==> config.mk <==
export PLATFORM = sky130hd
export DESIGN_NAME = cpu_core
export DESIGN_NICKNAME = d
export VERILOG_FILES = /design/src/cpu_types_pkg.sv /design/src/register_file_if.sv /design/src/register_file.sv /design/src/alu.sv /design/src/control_unit.sv /design/src/hazard_unit.sv /design/src/datapath.sv /design/src/cpu_core.sv
export VERILOG_INCLUDE_DIRS = /design/src
export SDC_FILE = /design/constraint.sdc
export NUM_CORES = 2
export LEC_CHECK = 0
export BUFFER_PORTS_ARGS = -buffer_cell sky130_fd_sc_hd__buf_2
export CAP_MARGIN = 20
export CORE_ASPECT_RATIO = 0.5
export CORE_UTILIZATION = 55
export DETAILED_ROUTE_END_ITERATION = 12
export PLACE_DENSITY = 0.7
export SETUP_SLACK_MARGIN = 0.02
export SYNTH_ARGS = -nofsm -noshare
export SYNTH_HDL_FRONTEND = slang
export SYNTH_SLANG_ARGS = --single-unit
==> constraint.sdc <==
create_clock -name CLK -period 6.79 [get_ports CLK]
set_input_delay 1.0185 -clock CLK [delete_from_list [all_inputs] [get_ports CLK]]
set_output_delay 1.0185 -clock CLK [all_outputs]
set_load 0.02 [all_outputs]
==> src/cpu_macros.svh <==
`ifndef CPU_MACROS_SVH
`define CPU_MACROS_SVH

// ----------------------------------------------------------
// core wide widths
// ----------------------------------------------------------

// data and address word
`define CPU_WORD_W 32

// register index, 32 registers
`define CPU_REG_AW 5

// ----------------------------------------------------------
// reset values
// ----------------------------------------------------------

`define CPU_PC_INIT 32'h0000_0000  // first fetch address

`endif

==> src/cpu_types_pkg.sv <==
`include "cpu_macros.svh"

package cpu_types_pkg;

  typedef logic [`CPU_WORD_W-1:0] word_t;
  typedef logic [`CPU_REG_AW-1:0] regbits_t;

  // ----------------------------------------------------------
  // instruction encodings
  // ----------------------------------------------------------
  typedef enum logic [5:0] {
    RTYPE = 6'b000000,
    J     = 6'b000010,
    JAL   = 6'b000011,
    BEQ   = 6'b000100,
    BNE   = 6'b000101,
    ADDIU = 6'b001001,
    ORI   = 6'b001101,
    LUI   = 6'b001111,
    LW    = 6'b100011,
    SW    = 6'b101011,
    HALT  = 6'b111111
  } opcode_t;

  typedef enum logic [5:0] {
    JR   = 6'b001000,
    ADDU = 6'b100001,
    SUBU = 6'b100011,
    AND  = 6'b100100,
    OR   = 6'b100101,
    SLT  = 6'b101010
  } funct_t;

  typedef enum logic [2:0] {
    ALU_ADD = 3'd0,  // zero value, so a bubble adds
    ALU_SUB = 3'd1,
    ALU_AND = 3'd2,
    ALU_OR  = 3'd3,
    ALU_SLT = 3'd4
  } aluop_t;

  typedef enum logic [1:0] {
    FWD_NONE = 2'd0,
    FWD_MEM  = 2'd1,
    FWD_WB   = 2'd2
  } fwd_sel_t;

  // decoded control, all zero is a bubble
  typedef struct packed {
    logic   RegWr;
    logic   RegDst;
    logic   ALUSrc;
    logic   ExtOp;
    logic   MemtoReg;
    logic   dREN;
    logic   dWEN;
    logic   beq;
    logic   bne;
    logic   jump;
    logic   jal;
    logic   jr;
    logic   lui;
    logic   halt;
    aluop_t aluop;
  } ctrl_t;

  // ----------------------------------------------------------
  // pipeline latches
  // ----------------------------------------------------------
  typedef struct packed {
    word_t instr;
    word_t pc;
    word_t pcplusfour;
  } fd_t;

  typedef struct packed {
    word_t    instr;
    word_t    pc;
    word_t    pcplusfour;
    ctrl_t    ctrl;
    word_t    rdat1;
    word_t    rdat2;
    word_t    imm;   // already extended
    regbits_t wsel;
  } de_t;

  typedef struct packed {
    word_t    instr;
    word_t    pc;
    word_t    pcplusfour;
    ctrl_t    ctrl;
    word_t    rdat1;  // forwarded rs, jr target
    word_t    rdat2;  // forwarded rt, store data
    word_t    imm;
    regbits_t wsel;
    word_t    alu_out;
    logic     zero;
  } em_t;

  typedef struct packed {
    word_t    instr;
    word_t    pc;
    word_t    pcplusfour;
    ctrl_t    ctrl;
    regbits_t wsel;
    word_t    alu_out;
    word_t    dload;
  } mw_t;

endpackage

==> src/register_file_if.sv <==
`timescale 1ns/1ps

interface register_file_if import cpu_types_pkg::*; ();

  // read side, decode stage
  regbits_t rsel1;
  regbits_t rsel2;
  word_t    rdat1;
  word_t    rdat2;

  // write side, writeback stage
  regbits_t wsel;
  word_t    wdat;
  logic     WEN;

  modport dp (
    output rsel1, rsel2, wsel, wdat, WEN,
    input  rdat1, rdat2
  );

  modport rf (
    input  rsel1, rsel2, wsel, wdat, WEN,
    output rdat1, rdat2
  );

endinterface

==> src/register_file.sv <==
`timescale 1ns/1ps

module register_file import cpu_types_pkg::*; (
  input logic         CLK,
  input logic         nRST,
  register_file_if.rf rfif
);

  word_t regs [32];
  logic  wr_live;

  // r0 never written, so it reads zero
  assign wr_live = rfif.WEN && (rfif.wsel != '0);

  always_ff @(posedge CLK or negedge nRST) begin
    if (!nRST) begin
      regs <= '{default: '0};
    end else if (wr_live) begin
      regs[rfif.wsel] <= rfif.wdat;
    end
  end

  // write bypass, decode sees this cycle's writeback
  always_comb begin
    rfif.rdat1 = regs[rfif.rsel1];
    rfif.rdat2 = regs[rfif.rsel2];
    if (wr_live && (rfif.wsel == rfif.rsel1)) begin
      rfif.rdat1 = rfif.wdat;
    end
    if (wr_live && (rfif.wsel == rfif.rsel2)) begin
      rfif.rdat2 = rfif.wdat;
    end
  end

endmodule

==> src/alu.sv <==
`timescale 1ns/1ps

module alu import cpu_types_pkg::*; (
  input  aluop_t op,
  input  word_t  port_a,
  input  word_t  port_b,
  output word_t  result,
  output logic   zero
);

  always_comb begin
    case (op)
      ALU_ADD: begin
        result = port_a + port_b;
      end
      ALU_SUB: begin
        result = port_a - port_b;  // also the beq/bne compare
      end
      ALU_AND: begin
        result = port_a & port_b;
      end
      ALU_OR: begin
        result = port_a | port_b;
      end
      ALU_SLT: begin
        // signed compare
        result = ($signed(port_a) < $signed(port_b)) ? word_t'(1) : '0;
      end
      default: begin
        result = '0;
      end
    endcase
  end

  assign zero = (result == '0);

endmodule

==> src/control_unit.sv <==
`timescale 1ns/1ps

module control_unit import cpu_types_pkg::*; (
  input  word_t instr,
  output ctrl_t ctrl
);

  opcode_t op;
  funct_t  fn;

  assign op = opcode_t'(instr[31:26]);
  assign fn = funct_t'(instr[5:0]);

  always_comb begin
    ctrl = '0;  // unknown encodings stay a bubble
    case (op)
      RTYPE: begin
        ctrl.RegDst = 1'b1;
        case (fn)
          ADDU: begin
            ctrl.RegWr = 1'b1;
            ctrl.aluop = ALU_ADD;
          end
          SUBU: begin
            ctrl.RegWr = 1'b1;
            ctrl.aluop = ALU_SUB;
          end
          AND: begin
            ctrl.RegWr = 1'b1;
            ctrl.aluop = ALU_AND;
          end
          OR: begin
            ctrl.RegWr = 1'b1;
            ctrl.aluop = ALU_OR;
          end
          SLT: begin
            ctrl.RegWr = 1'b1;
            ctrl.aluop = ALU_SLT;
          end
          JR: begin
            ctrl.jr = 1'b1;  // target is rs, no write
          end
          default: begin
            ctrl = '0;
          end
        endcase
      end
      ADDIU: begin
        ctrl.RegWr  = 1'b1;
        ctrl.ALUSrc = 1'b1;
        ctrl.ExtOp  = 1'b1;
      end
      ORI: begin
        ctrl.RegWr  = 1'b1;
        ctrl.ALUSrc = 1'b1;  // zero extended
        ctrl.aluop  = ALU_OR;
      end
      LUI: begin
        ctrl.RegWr  = 1'b1;
        ctrl.ALUSrc = 1'b1;
        ctrl.lui    = 1'b1;
      end
      LW: begin
        ctrl.RegWr    = 1'b1;
        ctrl.ALUSrc   = 1'b1;
        ctrl.ExtOp    = 1'b1;
        ctrl.MemtoReg = 1'b1;
        ctrl.dREN     = 1'b1;
      end
      SW: begin
        ctrl.ALUSrc = 1'b1;
        ctrl.ExtOp  = 1'b1;
        ctrl.dWEN   = 1'b1;
      end
      BEQ, BNE: begin
        ctrl.beq   = (op == BEQ);
        ctrl.bne   = (op == BNE);
        ctrl.ExtOp = 1'b1;
        ctrl.aluop = ALU_SUB;
      end
      J: begin
        ctrl.jump = 1'b1;
      end
      JAL: begin
        ctrl.jal   = 1'b1;
        ctrl.RegWr = 1'b1;  // r31 picked in decode
      end
      HALT: begin
        ctrl.halt = 1'b1;
      end
      default: begin
        ctrl = '0;
      end
    endcase
  end

endmodule

==> src/hazard_unit.sv <==
`timescale 1ns/1ps

module hazard_unit import cpu_types_pkg::*; (
  input  regbits_t fd_rs,
  input  regbits_t fd_rt,
  input  de_t      de,
  input  em_t      em,
  input  mw_t      mw,
  input  logic     taken,
  output logic     stall,
  output logic     flush,
  output fwd_sel_t fwd_a,
  output fwd_sel_t fwd_b
);

  regbits_t ex_rs;
  regbits_t ex_rt;
  logic     mem_wr;
  logic     wb_wr;

  // source registers of the instruction in execute
  assign ex_rs = de.instr[25:21];
  assign ex_rt = de.instr[20:16];

  // ----------------------------------------------------------
  // load-use and control hazards
  // ----------------------------------------------------------

  // load result only exists after the memory stage
  assign stall = de.ctrl.dREN && (de.wsel != '0) &&
                 ((de.wsel == fd_rs) || (de.wsel == fd_rt));

  assign flush = taken;  // redirect from memory stage

  // ----------------------------------------------------------
  // forwarding
  // ----------------------------------------------------------
  assign mem_wr = em.ctrl.RegWr && (em.wsel != '0);
  assign wb_wr  = mw.ctrl.RegWr && (mw.wsel != '0);

  // nearer stage wins
  always_comb begin
    fwd_a = FWD_NONE;
    if (mem_wr && (em.wsel == ex_rs)) begin
      fwd_a = FWD_MEM;
    end else if (wb_wr && (mw.wsel == ex_rs)) begin
      fwd_a = FWD_WB;
    end
  end

  always_comb begin
    fwd_b = FWD_NONE;
    if (mem_wr && (em.wsel == ex_rt)) begin
      fwd_b = FWD_MEM;
    end else if (wb_wr && (mw.wsel == ex_rt)) begin
      fwd_b = FWD_WB;
    end
  end

endmodule

==> src/datapath.sv <==
`timescale 1ns/1ps
`include "cpu_macros.svh"

module datapath import cpu_types_pkg::*; #(
  parameter word_t PC_INIT = `CPU_PC_INIT
) (
  input  logic        CLK,
  input  logic        nRST,
  register_file_if.dp rfif,
  input  word_t       imemload,
  input  logic        ihit,
  input  word_t       dmemload,
  input  logic        dhit,
  output logic        imemREN,
  output word_t       imemaddr,
  output logic        dmemREN,
  output logic        dmemWEN,
  output word_t       dmemaddr,
  output word_t       dmemstore,
  output logic        halt
);

  word_t    pc;
  word_t    pc_plus4;
  word_t    next_target;
  logic     fetch_on;   // low for the first cycle after reset
  logic     en;         // pipeline advance
  logic     stall;
  logic     flush;
  logic     taken;
  logic     halt_any;
  logic     dmem_req;
  fd_t      fd;
  de_t      de;
  em_t      em;
  mw_t      mw;
  fd_t      fd_next;
  de_t      de_next;
  em_t      em_next;
  mw_t      mw_next;
  ctrl_t    dec_ctrl;
  word_t    ext_imm;
  regbits_t dec_wsel;
  fwd_sel_t fwd_a;
  fwd_sel_t fwd_b;
  word_t    opnd_a;
  word_t    opnd_b;
  word_t    alu_b;
  word_t    alu_res;
  logic     alu_zero;
  word_t    wb_dat;

  control_unit u_cu (
    .instr (fd.instr),
    .ctrl  (dec_ctrl)
  );

  alu u_alu (
    .op     (de.ctrl.aluop),
    .port_a (opnd_a),
    .port_b (alu_b),
    .result (alu_res),
    .zero   (alu_zero)
  );

  hazard_unit u_hu (
    .fd_rs (fd.instr[25:21]),
    .fd_rt (fd.instr[20:16]),
    .de    (de),
    .em    (em),
    .mw    (mw),
    .taken (taken),
    .stall (stall),
    .flush (flush),
    .fwd_a (fwd_a),
    .fwd_b (fwd_b)
  );

  // ----------------------------------------------------------
  // memory handshake and advance
  // ----------------------------------------------------------
  assign halt_any = halt | mw.ctrl.halt;  // covers the cycle before halt rises
  assign dmem_req = (em.ctrl.dREN | em.ctrl.dWEN) & ~halt_any;

  assign imemREN   = fetch_on & ~halt;
  assign imemaddr  = pc;
  assign dmemREN   = em.ctrl.dREN & ~halt_any;
  assign dmemWEN   = em.ctrl.dWEN & ~halt_any;
  assign dmemaddr  = em.alu_out;
  assign dmemstore = em.rdat2;

  assign en = ihit & imemREN & (~dmem_req | dhit);

  // fetch
  assign pc_plus4 = pc + 4;

  always_comb begin
    fd_next.instr      = imemload;
    fd_next.pc         = pc;
    fd_next.pcplusfour = pc_plus4;
  end

  // ----------------------------------------------------------
  // decode
  // ----------------------------------------------------------
  assign rfif.rsel1 = fd.instr[25:21];
  assign rfif.rsel2 = fd.instr[20:16];

  assign ext_imm = dec_ctrl.ExtOp ? {{16{fd.instr[15]}}, fd.instr[15:0]}
                                  : {16'h0000, fd.instr[15:0]};

  always_comb begin
    if (dec_ctrl.jal) begin
      dec_wsel = '1;  // r31
    end else if (dec_ctrl.RegDst) begin
      dec_wsel = fd.instr[15:11];
    end else begin
      dec_wsel = fd.instr[20:16];
    end
  end

  always_comb begin
    de_next.instr      = fd.instr;
    de_next.pc         = fd.pc;
    de_next.pcplusfour = fd.pcplusfour;
    de_next.ctrl       = dec_ctrl;
    de_next.rdat1      = rfif.rdat1;
    de_next.rdat2      = rfif.rdat2;
    de_next.imm        = ext_imm;
    de_next.wsel       = dec_wsel;
  end

  // ----------------------------------------------------------
  // execute
  // ----------------------------------------------------------
  always_comb begin
    case (fwd_a)
      FWD_MEM: opnd_a = em.alu_out;
      FWD_WB:  opnd_a = wb_dat;
      default: opnd_a = de.rdat1;
    endcase
    case (fwd_b)
      FWD_MEM: opnd_b = em.alu_out;
      FWD_WB:  opnd_b = wb_dat;
      default: opnd_b = de.rdat2;
    endcase
  end

  assign alu_b = de.ctrl.ALUSrc ? de.imm : opnd_b;

  always_comb begin
    em_next.instr      = de.instr;
    em_next.pc         = de.pc;
    em_next.pcplusfour = de.pcplusfour;
    em_next.ctrl       = de.ctrl;
    em_next.rdat1      = opnd_a;
    em_next.rdat2      = opnd_b;
    em_next.imm        = de.imm;
    em_next.wsel       = de.wsel;
    em_next.zero       = alu_zero;
    // lui bypasses the alu
    em_next.alu_out    = de.ctrl.lui ? {de.instr[15:0], 16'h0000} : alu_res;
  end

  // memory stage, branch resolution
  assign taken = em.ctrl.jump | em.ctrl.jal | em.ctrl.jr |
                 (em.ctrl.beq & em.zero) | (em.ctrl.bne & ~em.zero);

  always_comb begin
    if (em.ctrl.jr) begin
      next_target = em.rdat1;
    end else if (em.ctrl.jump | em.ctrl.jal) begin
      next_target = {em.pcplusfour[`CPU_WORD_W-1 -: 4], em.instr[25:0], 2'b00};
    end else begin
      next_target = em.pcplusfour + {em.imm[29:0], 2'b00};
    end
  end

  always_comb begin
    mw_next.instr      = em.instr;
    mw_next.pc         = em.pc;
    mw_next.pcplusfour = em.pcplusfour;
    mw_next.ctrl       = em.ctrl;
    mw_next.wsel       = em.wsel;
    mw_next.alu_out    = em.alu_out;
    mw_next.dload      = dmemload;  // valid on the advancing edge
  end

  // writeback
  always_comb begin
    if (mw.ctrl.jal) begin
      wb_dat = mw.pcplusfour;
    end else if (mw.ctrl.MemtoReg) begin
      wb_dat = mw.dload;
    end else begin
      wb_dat = mw.alu_out;
    end
  end

  assign rfif.WEN  = mw.ctrl.RegWr;
  assign rfif.wsel = mw.wsel;
  assign rfif.wdat = wb_dat;

  // ----------------------------------------------------------
  // state
  // ----------------------------------------------------------
  always_ff @(posedge CLK or negedge nRST) begin
    if (!nRST) begin
      fetch_on <= 1'b0;
      halt     <= 1'b0;
    end else begin
      fetch_on <= 1'b1;
      halt     <= halt | mw.ctrl.halt;  // sticky
    end
  end

  always_ff @(posedge CLK or negedge nRST) begin
    if (!nRST) begin
      pc <= PC_INIT;
      fd <= '0;
      de <= '0;
      em <= '0;
      mw <= '0;
    end else if (en) begin
      mw <= mw_next;
      if (flush) begin
        pc <= next_target;
        fd <= '0;
        de <= '0;
        em <= '0;
      end else begin
        em <= em_next;
        if (stall) begin
          de <= '0;  // bubble, pc and fd hold
        end else begin
          pc <= pc_plus4;
          fd <= fd_next;
          de <= de_next;
        end
      end
    end
  end

endmodule

==> src/cpu_core.sv <==
`timescale 1ns/1ps
`include "cpu_macros.svh"

module cpu_core import cpu_types_pkg::*; #(
  parameter word_t PC_INIT = `CPU_PC_INIT
) (
  input  logic  CLK,
  input  logic  nRST,
  input  word_t imemload,
  input  logic  ihit,
  input  word_t dmemload,
  input  logic  dhit,
  output logic  imemREN,
  output word_t imemaddr,
  output logic  dmemREN,
  output logic  dmemWEN,
  output word_t dmemaddr,
  output word_t dmemstore,
  output logic  halt
);

  register_file_if rfif ();

  datapath #(
    .PC_INIT (PC_INIT)
  ) u_dp (
    .CLK       (CLK),
    .nRST      (nRST),
    .rfif      (rfif.dp),
    .imemload  (imemload),
    .ihit      (ihit),
    .dmemload  (dmemload),
    .dhit      (dhit),
    .imemREN   (imemREN),
    .imemaddr  (imemaddr),
    .dmemREN   (dmemREN),
    .dmemWEN   (dmemWEN),
    .dmemaddr  (dmemaddr),
    .dmemstore (dmemstore),
    .halt      (halt)
  );

  register_file u_rf (
    .CLK  (CLK),
    .nRST (nRST),
    .rfif (rfif.rf)
  );

endmodule

After elaboration in Yosys (flattened, before gate mapping). Cells that the tools add are included.

Register bits: 1667. Output and inout port bits: 100.

Add/sub/neg operators: 4. Order comparisons: 5. Equal/unequal tests: 33. Mux-type cells: 52. Bitwise logic cells: 24. Reductions and logical operators: 25.

Operators with widths (number): bitwise mux 1024 bit (1); 2-to-1 mux 32 bit (16); 2-to-1 mux 208 bit (2); binary-select mux 32 bit (select 5 bit) (2); 2-to-1 mux 241 bit (1); 2-to-1 mux 96 bit (2); demux 32 bit (select 5 bit) (1); case mux 32 bit (5 select lines) (1); case mux 32 bit (2 select lines) (2); adder 32 bit (2); equality test 6 bit, second input constant (8); equality test 5 bit (8); adder 32 x 3 -> 32 bit, second input constant (1); AND 32 bit (1); zero test 32 bit (1); < comparator 32 bit (1); bitwise OR 32 bit (1); subtractor 32 bit (1); equality test 6 x 4 -> 1 bit, second input constant (4); OR reduction 5 bit (4); greater-or-equal comparator 6 bit, second input constant (3); NOT 5 -> 6 bit (3); nonzero test 5 bit (3); equality test 6 x 2 -> 1 bit, second input constant (2); other kinds (26) (72).

Logic depth before layout (Yosys ltp).
Depth in word-level cells: 13. Gate-level depth with buffers: 23.

Modules after synthesis. From an unflattened synthesis, not the netlist that was laid out.

Cells, all modules: 7698. Area total of the unflattened synthesis: 91748.0 um2.

Modules (own cells, without submodules): register_file (instances 1, cells an instance 3434, area an instance 53687.7 um2); datapath (instances 1, cells an instance 3354, area an instance 32052.0 um2); alu (instances 1, cells an instance 804, area an instance 5228.8 um2); hazard_unit (instances 1, cells an instance 50, area an instance 399.1 um2); control_unit (instances 1, cells an instance 56, area an instance 380.4 um2).

Worst setup path after synthesis. No wires, ideal clock.

Path type: register to register. Start point: reg, netlist name u_dp.rfif.wsel[1]. End point: reg, netlist name u_dp.em[0]. Library setup time: 0.103 ns. Data arrival time: 5.169 ns. Required time: 6.687 ns. Path slack: 1.517 ns. Stages on the path, launching flop included: 23. Path buffers: 2. Period minus slack after synthesis: 5.273 ns. Cell sequence: dfrtp_1 -> clkbuf_1 -> nor2_1 -> nand2_1 -> nand2_1 -> nor4_2 -> buf_2 -> mux2i_1 -> o21ai_0 -> mux2_2 -> ha_1 -> fa_1 -> a211oi_2 -> o211ai_2 -> a211oi_2 -> nor2_1 -> a2111oi_0 -> o32ai_1 -> xnor2_1 -> a211oi_1 -> and4b_1 -> nand4_1 -> o41ai_2.

Word-level cells in the longest chain between the ends: 13. Elaborated cells between the ends (all ways): 26. Classes of those cells: add/sub (2); order compare (1); eq/ne (6); mux (10); bitwise (2); reduce/logical (5).

RTL lines: nonzero test 5 bit (RTL line hazard_unit.sv:39) `assign wb_wr = mw.ctrl.RegWr && (mw.wsel != '0);`; logical AND 1 bit (RTL line hazard_unit.sv:39); logical AND 1 bit (RTL line hazard_unit.sv:55) `end else if (wb_wr && (mw.wsel == ex_rt)) begin`; 2-to-1 mux 2 bit (RTL line hazard_unit.sv:55); 2-to-1 mux 2 bit (RTL line hazard_unit.sv:53) `if (mem_wr && (em.wsel == ex_rt)) begin`; equality test 2 bit / equality test 2 x 1 -> 1 bit (equally long branches) (RTL line datapath.sv:142) `case (fwd_b)`; case mux 32 bit (2 select lines) (RTL line datapath.sv:142); 2-to-1 mux 32 bit (RTL line datapath.sv:149) `assign alu_b = de.ctrl.ALUSrc ? de.imm : opnd_b;`; < comparator 32 bit (RTL line alu.sv:27) `result = ($signed(port_a) < $signed(port_b)) ? word_t'(1) : '0;`; 2-to-1 mux 1 bit (RTL line alu.sv:27); case mux 32 bit (5 select lines) (*) (RTL line alu.sv:12) `case (op)`; zero test 32 bit (*) (RTL line alu.sv:35) `assign zero = (result == '0);`; 2-to-1 mux 241 bit (*) (RTL line datapath.sv:226) `if (flush) begin`.

Mark *: on every way between the ends. The rest lies on a longest branch, timed or not. A chain may end at the register's enable or synchronous reset.

Final worst setup path.
Start point: reg, netlist name u_dp.rfif.wsel[1]. End point: reg, netlist name u_dp.em[0].

Word-level cells in the longest chain between the ends: 13. Elaborated cells between the ends (all ways): 26. Classes of those cells: add/sub (2); order compare (1); eq/ne (6); mux (10); bitwise (2); reduce/logical (5).

RTL lines (RTL line): nonzero test 5 bit (hazard_unit.sv:39); logical AND 1 bit (hazard_unit.sv:39); logical AND 1 bit (hazard_unit.sv:55); 2-to-1 mux 2 bit (hazard_unit.sv:55); 2-to-1 mux 2 bit (hazard_unit.sv:53); equality test 2 bit / equality test 2 x 1 -> 1 bit (equally long branches) (datapath.sv:142); case mux 32 bit (2 select lines) (datapath.sv:142); 2-to-1 mux 32 bit (datapath.sv:149); < comparator 32 bit (alu.sv:27); 2-to-1 mux 1 bit (alu.sv:27); case mux 32 bit (5 select lines) (*) (alu.sv:12); zero test 32 bit (*) (alu.sv:35); 2-to-1 mux 241 bit (*) (datapath.sv:226).

Marks and branches as above.

==> flow_summary.toml <==
[setup_path]
slowest_delay_ps = 790
crit_fanout = 10
cp_cell_sequence = "nor2_1 -> nand2_1 -> nand2_1 -> nor4_4 -> buf_4 -> mux2i_1 -> o21ai_0 -> ha_1 -> nor2_1 -> o311ai_2 -> a311oi_2 -> a21oi_2 -> mux2i_1 -> nand3_1 -> nor4b_1 -> and4_1 -> and4b_1 -> nand4_1 -> o41ai_2"
path_class = "reg -> reg"
crit_path_end_kind = "register"
worst_ep_arrival_time_ps = 6950
worstPathRequired_ps = 7490
crit_path_start_kind = "register"
worst_path_max_delay_cell = "nor4_4"
rrSetupSlack_ps = 540

[clock_tree]
clock_sinks = 1539
cts_setup_buffers = 0
htreeDepth = 4
cts_root_buffer = "clkbuf_16"
cts_inserted_buffers = 142
clockBufferDepth = 3
clock_latency_ps = 810
tritoncts = "done"
hold_buffers = 0
clk_pin_slew_worst_paths_ps = 70
cts_resized = 0

[sta]
slew_headroom_pct = 21.9
grt_setup_unrepaired = "false"
maxSlewViolCount = 0
tns_ps = 0
layout_min_cycle_time_ps = 6250
tightest_slew_ps = 1170
timing.fmax_mhz = 160
setup_slack_ps = 542
finalCritPeriodShare_pct = 92.0
skew_ps = 36.3
setup_violations = 0
holdWs_ps = 196
hold_viol = 0

[synthesis]
synth_seq_cells = 1539
synth_area_leaders = "dfrtp_1, mux4_2, nand2_1"
ys.flop_type = "dfrtp_1"
yosys_warnings = 0
async_flop_share_pct = 100
synth_cells = 8023
synth.net_count = 8220
netlist.area_leader.share_pct = 46.5
synth_top_area_cell = "dfrtp_1"
yosys.area_share.simple_pct = 12.3
synthAdderAreaFrac_pct = 1.98
synth_area_mm2 = 0.0829
synth_top_family_by_area = "multiplexers"
synth-compound-area-share_pct = 14.2
muxShareOfSynthArea_pct = 19.1
synth_cell_type_count = 99
syn_avg_cell_area_um2 = 10.3
synth-edff-count = 0
synth-seq-area-share_pct = 46.5
synth_xor_area_share_pct = 1.17

[placed_design]
portBuffers = 167
place_ws_ps = 727
post-dp-hpwl_mm = 169
gp_congestion = 1.01

[floorplanning]
start_util_pct = 55.6
pin_count = 168
dieArea_mm2 = 0.152
die_h_um = 276
die_width_um = 551
coreArea_mm2 = 0.149
rows = 100

[pwr]
total_power_mw = 26.9
cellPowerDensity_mw_per_mm2 = 299
p_leak_nw = 38.4
ir_drop_mv = 0.256

[worst_hold_path]
hp-class = "in -> async"

[grt]
grt_pass1_vias = 62200
grt_pass1_wl_mm = 405
antenna_found_initial = 10
grt_remaining_overflow = 0
grt_usage_pct = 35.8
grt_max_degree = 168

[flow_run]
drv_cap = 0

[layout]
drive_above_1_share_pct = 17.5
nNetsFinal = 7902
postLayoutCoreUtil_pct = 60.2
area_delta_synth_final_pct = 8.30

[route]
first_pass_iters = 6
avgRoutedWirePerCell_um = 27.4
drt-total-wl_mm = 269
via_per_inst = 6.57
first_iter_violations = 8275
ant_nets = 0
vias = 64400
drc_errors = 0

[run_status]
outcome = "finished, final reports clean"
[critical path, delay by kind of cell, from the launching register on]
| kind | cells | cell delay, ps |
|---|---|---|
| and+or+nand+nor | 10 | 2900 |
| AOI/OAI and AO/OA | 5 | 1670 |
| DFF | 1 | 580 |
| adders and majority gates | 1 | 400 |
| muxes | 2 | 350 |
| buffers and inverters | 1 | 250 |
[cell type report]
type | instances | area (um2)
multi-input cells | 5524 | 40700
repair buffers | 336 | 2480
diodes | 4 | 10.0
clock buffers | 208 | 4200
clock inverters | 48 | 636
inverters | 162 | 608
well taps | 1989 | 2490
fillers | 12200 | 59400
flip-flops and latches | 1539 | 38600
[synthesized netlist by cell type (all sizes together) (8+ instances only)]
master      n
nor2b      85
a2111oi     8
mux4      640
a211oi     98
nand4      16
xnor2      73
nand2    1909
a22o      128
a31oi      18
dfrtp    1539
nor4       16
nor2      170
o21ai    1317
a21oi     231
a21o       27
nand3     128
or2        10
o311ai      8
mux2i     122
buf       164
o22ai      17
inv       161
o21a        8
clkbuf    634
o21bai     13
nand2b     20
o41ai       8
ha        126
nor3       57
mux2       20
o31ai      41
nor3b       8
xor2       38
o211ai     25
and3       12
[stage by stage]
| step | instances | instance area (um2) |
|---|---|---|
| 2_1_floorplan | 8023 | 82900 |
| 4_1_cts | 9806 | 89700 |
| 6_report | 9810 | 89700 |
| 5_1_grt | 9806 | 89700 |
| 3_3_place_gp | 9550 | 84900 |
| 3_5_place_dp | 9550 | 84900 |
[worst paths after layout]
check | cells past startpoint | end | start
worst max-delay path | 19 | u_dp.em[0] | u_dp.rfif.wsel[1]
worst min-delay path | 1 | u_dp.em[160] | nRST
worst max register to register | 19 | u_dp.em[0] | u_dp.rfif.wsel[1]
worst min register to register | 0 | u_rf.regs[1016] | u_rf.regs[1016]
max in group asynchronous | 3 | u_rf.regs[943] | nRST
min in group CLK | 0 | u_rf.regs[1016] | u_rf.regs[1016]
[flip-flops by register name, indices dropped and copies added (netlist names), 32 cells and up]
signal	cells
u_dp.imemaddr	32
u_rf.regs	1024
u_dp.mw	99
u_dp.de_next	54
u_dp.em	106
u_dp.dmemaddr	32
u_dp.dmemstore	32
u_dp.de	142
[where the power goes]
group | internal [mW] | total [mW] | switching (mW)
clock network | 4.62 | 8.42 | 3.80
registers | 10.0 | 11.3 | 1.30
logic | 2.47 | 7.15 | 4.68
[kinds of logic after synthesis]
group / Yosys count
other: 1
AOI/OAI and AO/OA: 2030
and+or+nand+nor: 2471
xor gates and xnor gates: 111
adders and majority gates: 129
DFF: 1539
muxes: 782
buffers and inverters: 960
[per-layer routing]
metal / global-route usage, % / vias up / routed length, um
li1: - / 27800 / -
met4: 13.7 / 4 / 10900
met2: 51.1 / 3456 / 116000
met3: 10.4 / 647 / 32100
met1: 51.9 / 32500 / 110000
met5: 0 / - / 22
[cells in the final DEF (no fill, tap or decap), drive strengths merged, types with 128 or more instances in the layout]
| cell type | netlist | routed |
|---|---|---|
| a21oi | 231 | 231 |
| o21ai | 1317 | 1317 |
| dfrtp | 1539 | 1539 |
| buf | 164 | 336 |
| nor2 | 170 | 170 |
| nand3 | 128 | 128 |
| nand2 | 1909 | 1909 |
| inv | 161 | 169 |
| a22o | 128 | 128 |
| mux4 | 640 | 640 |
| clkbuf | 634 | 208 |
(Power assumes the default switching activity.)
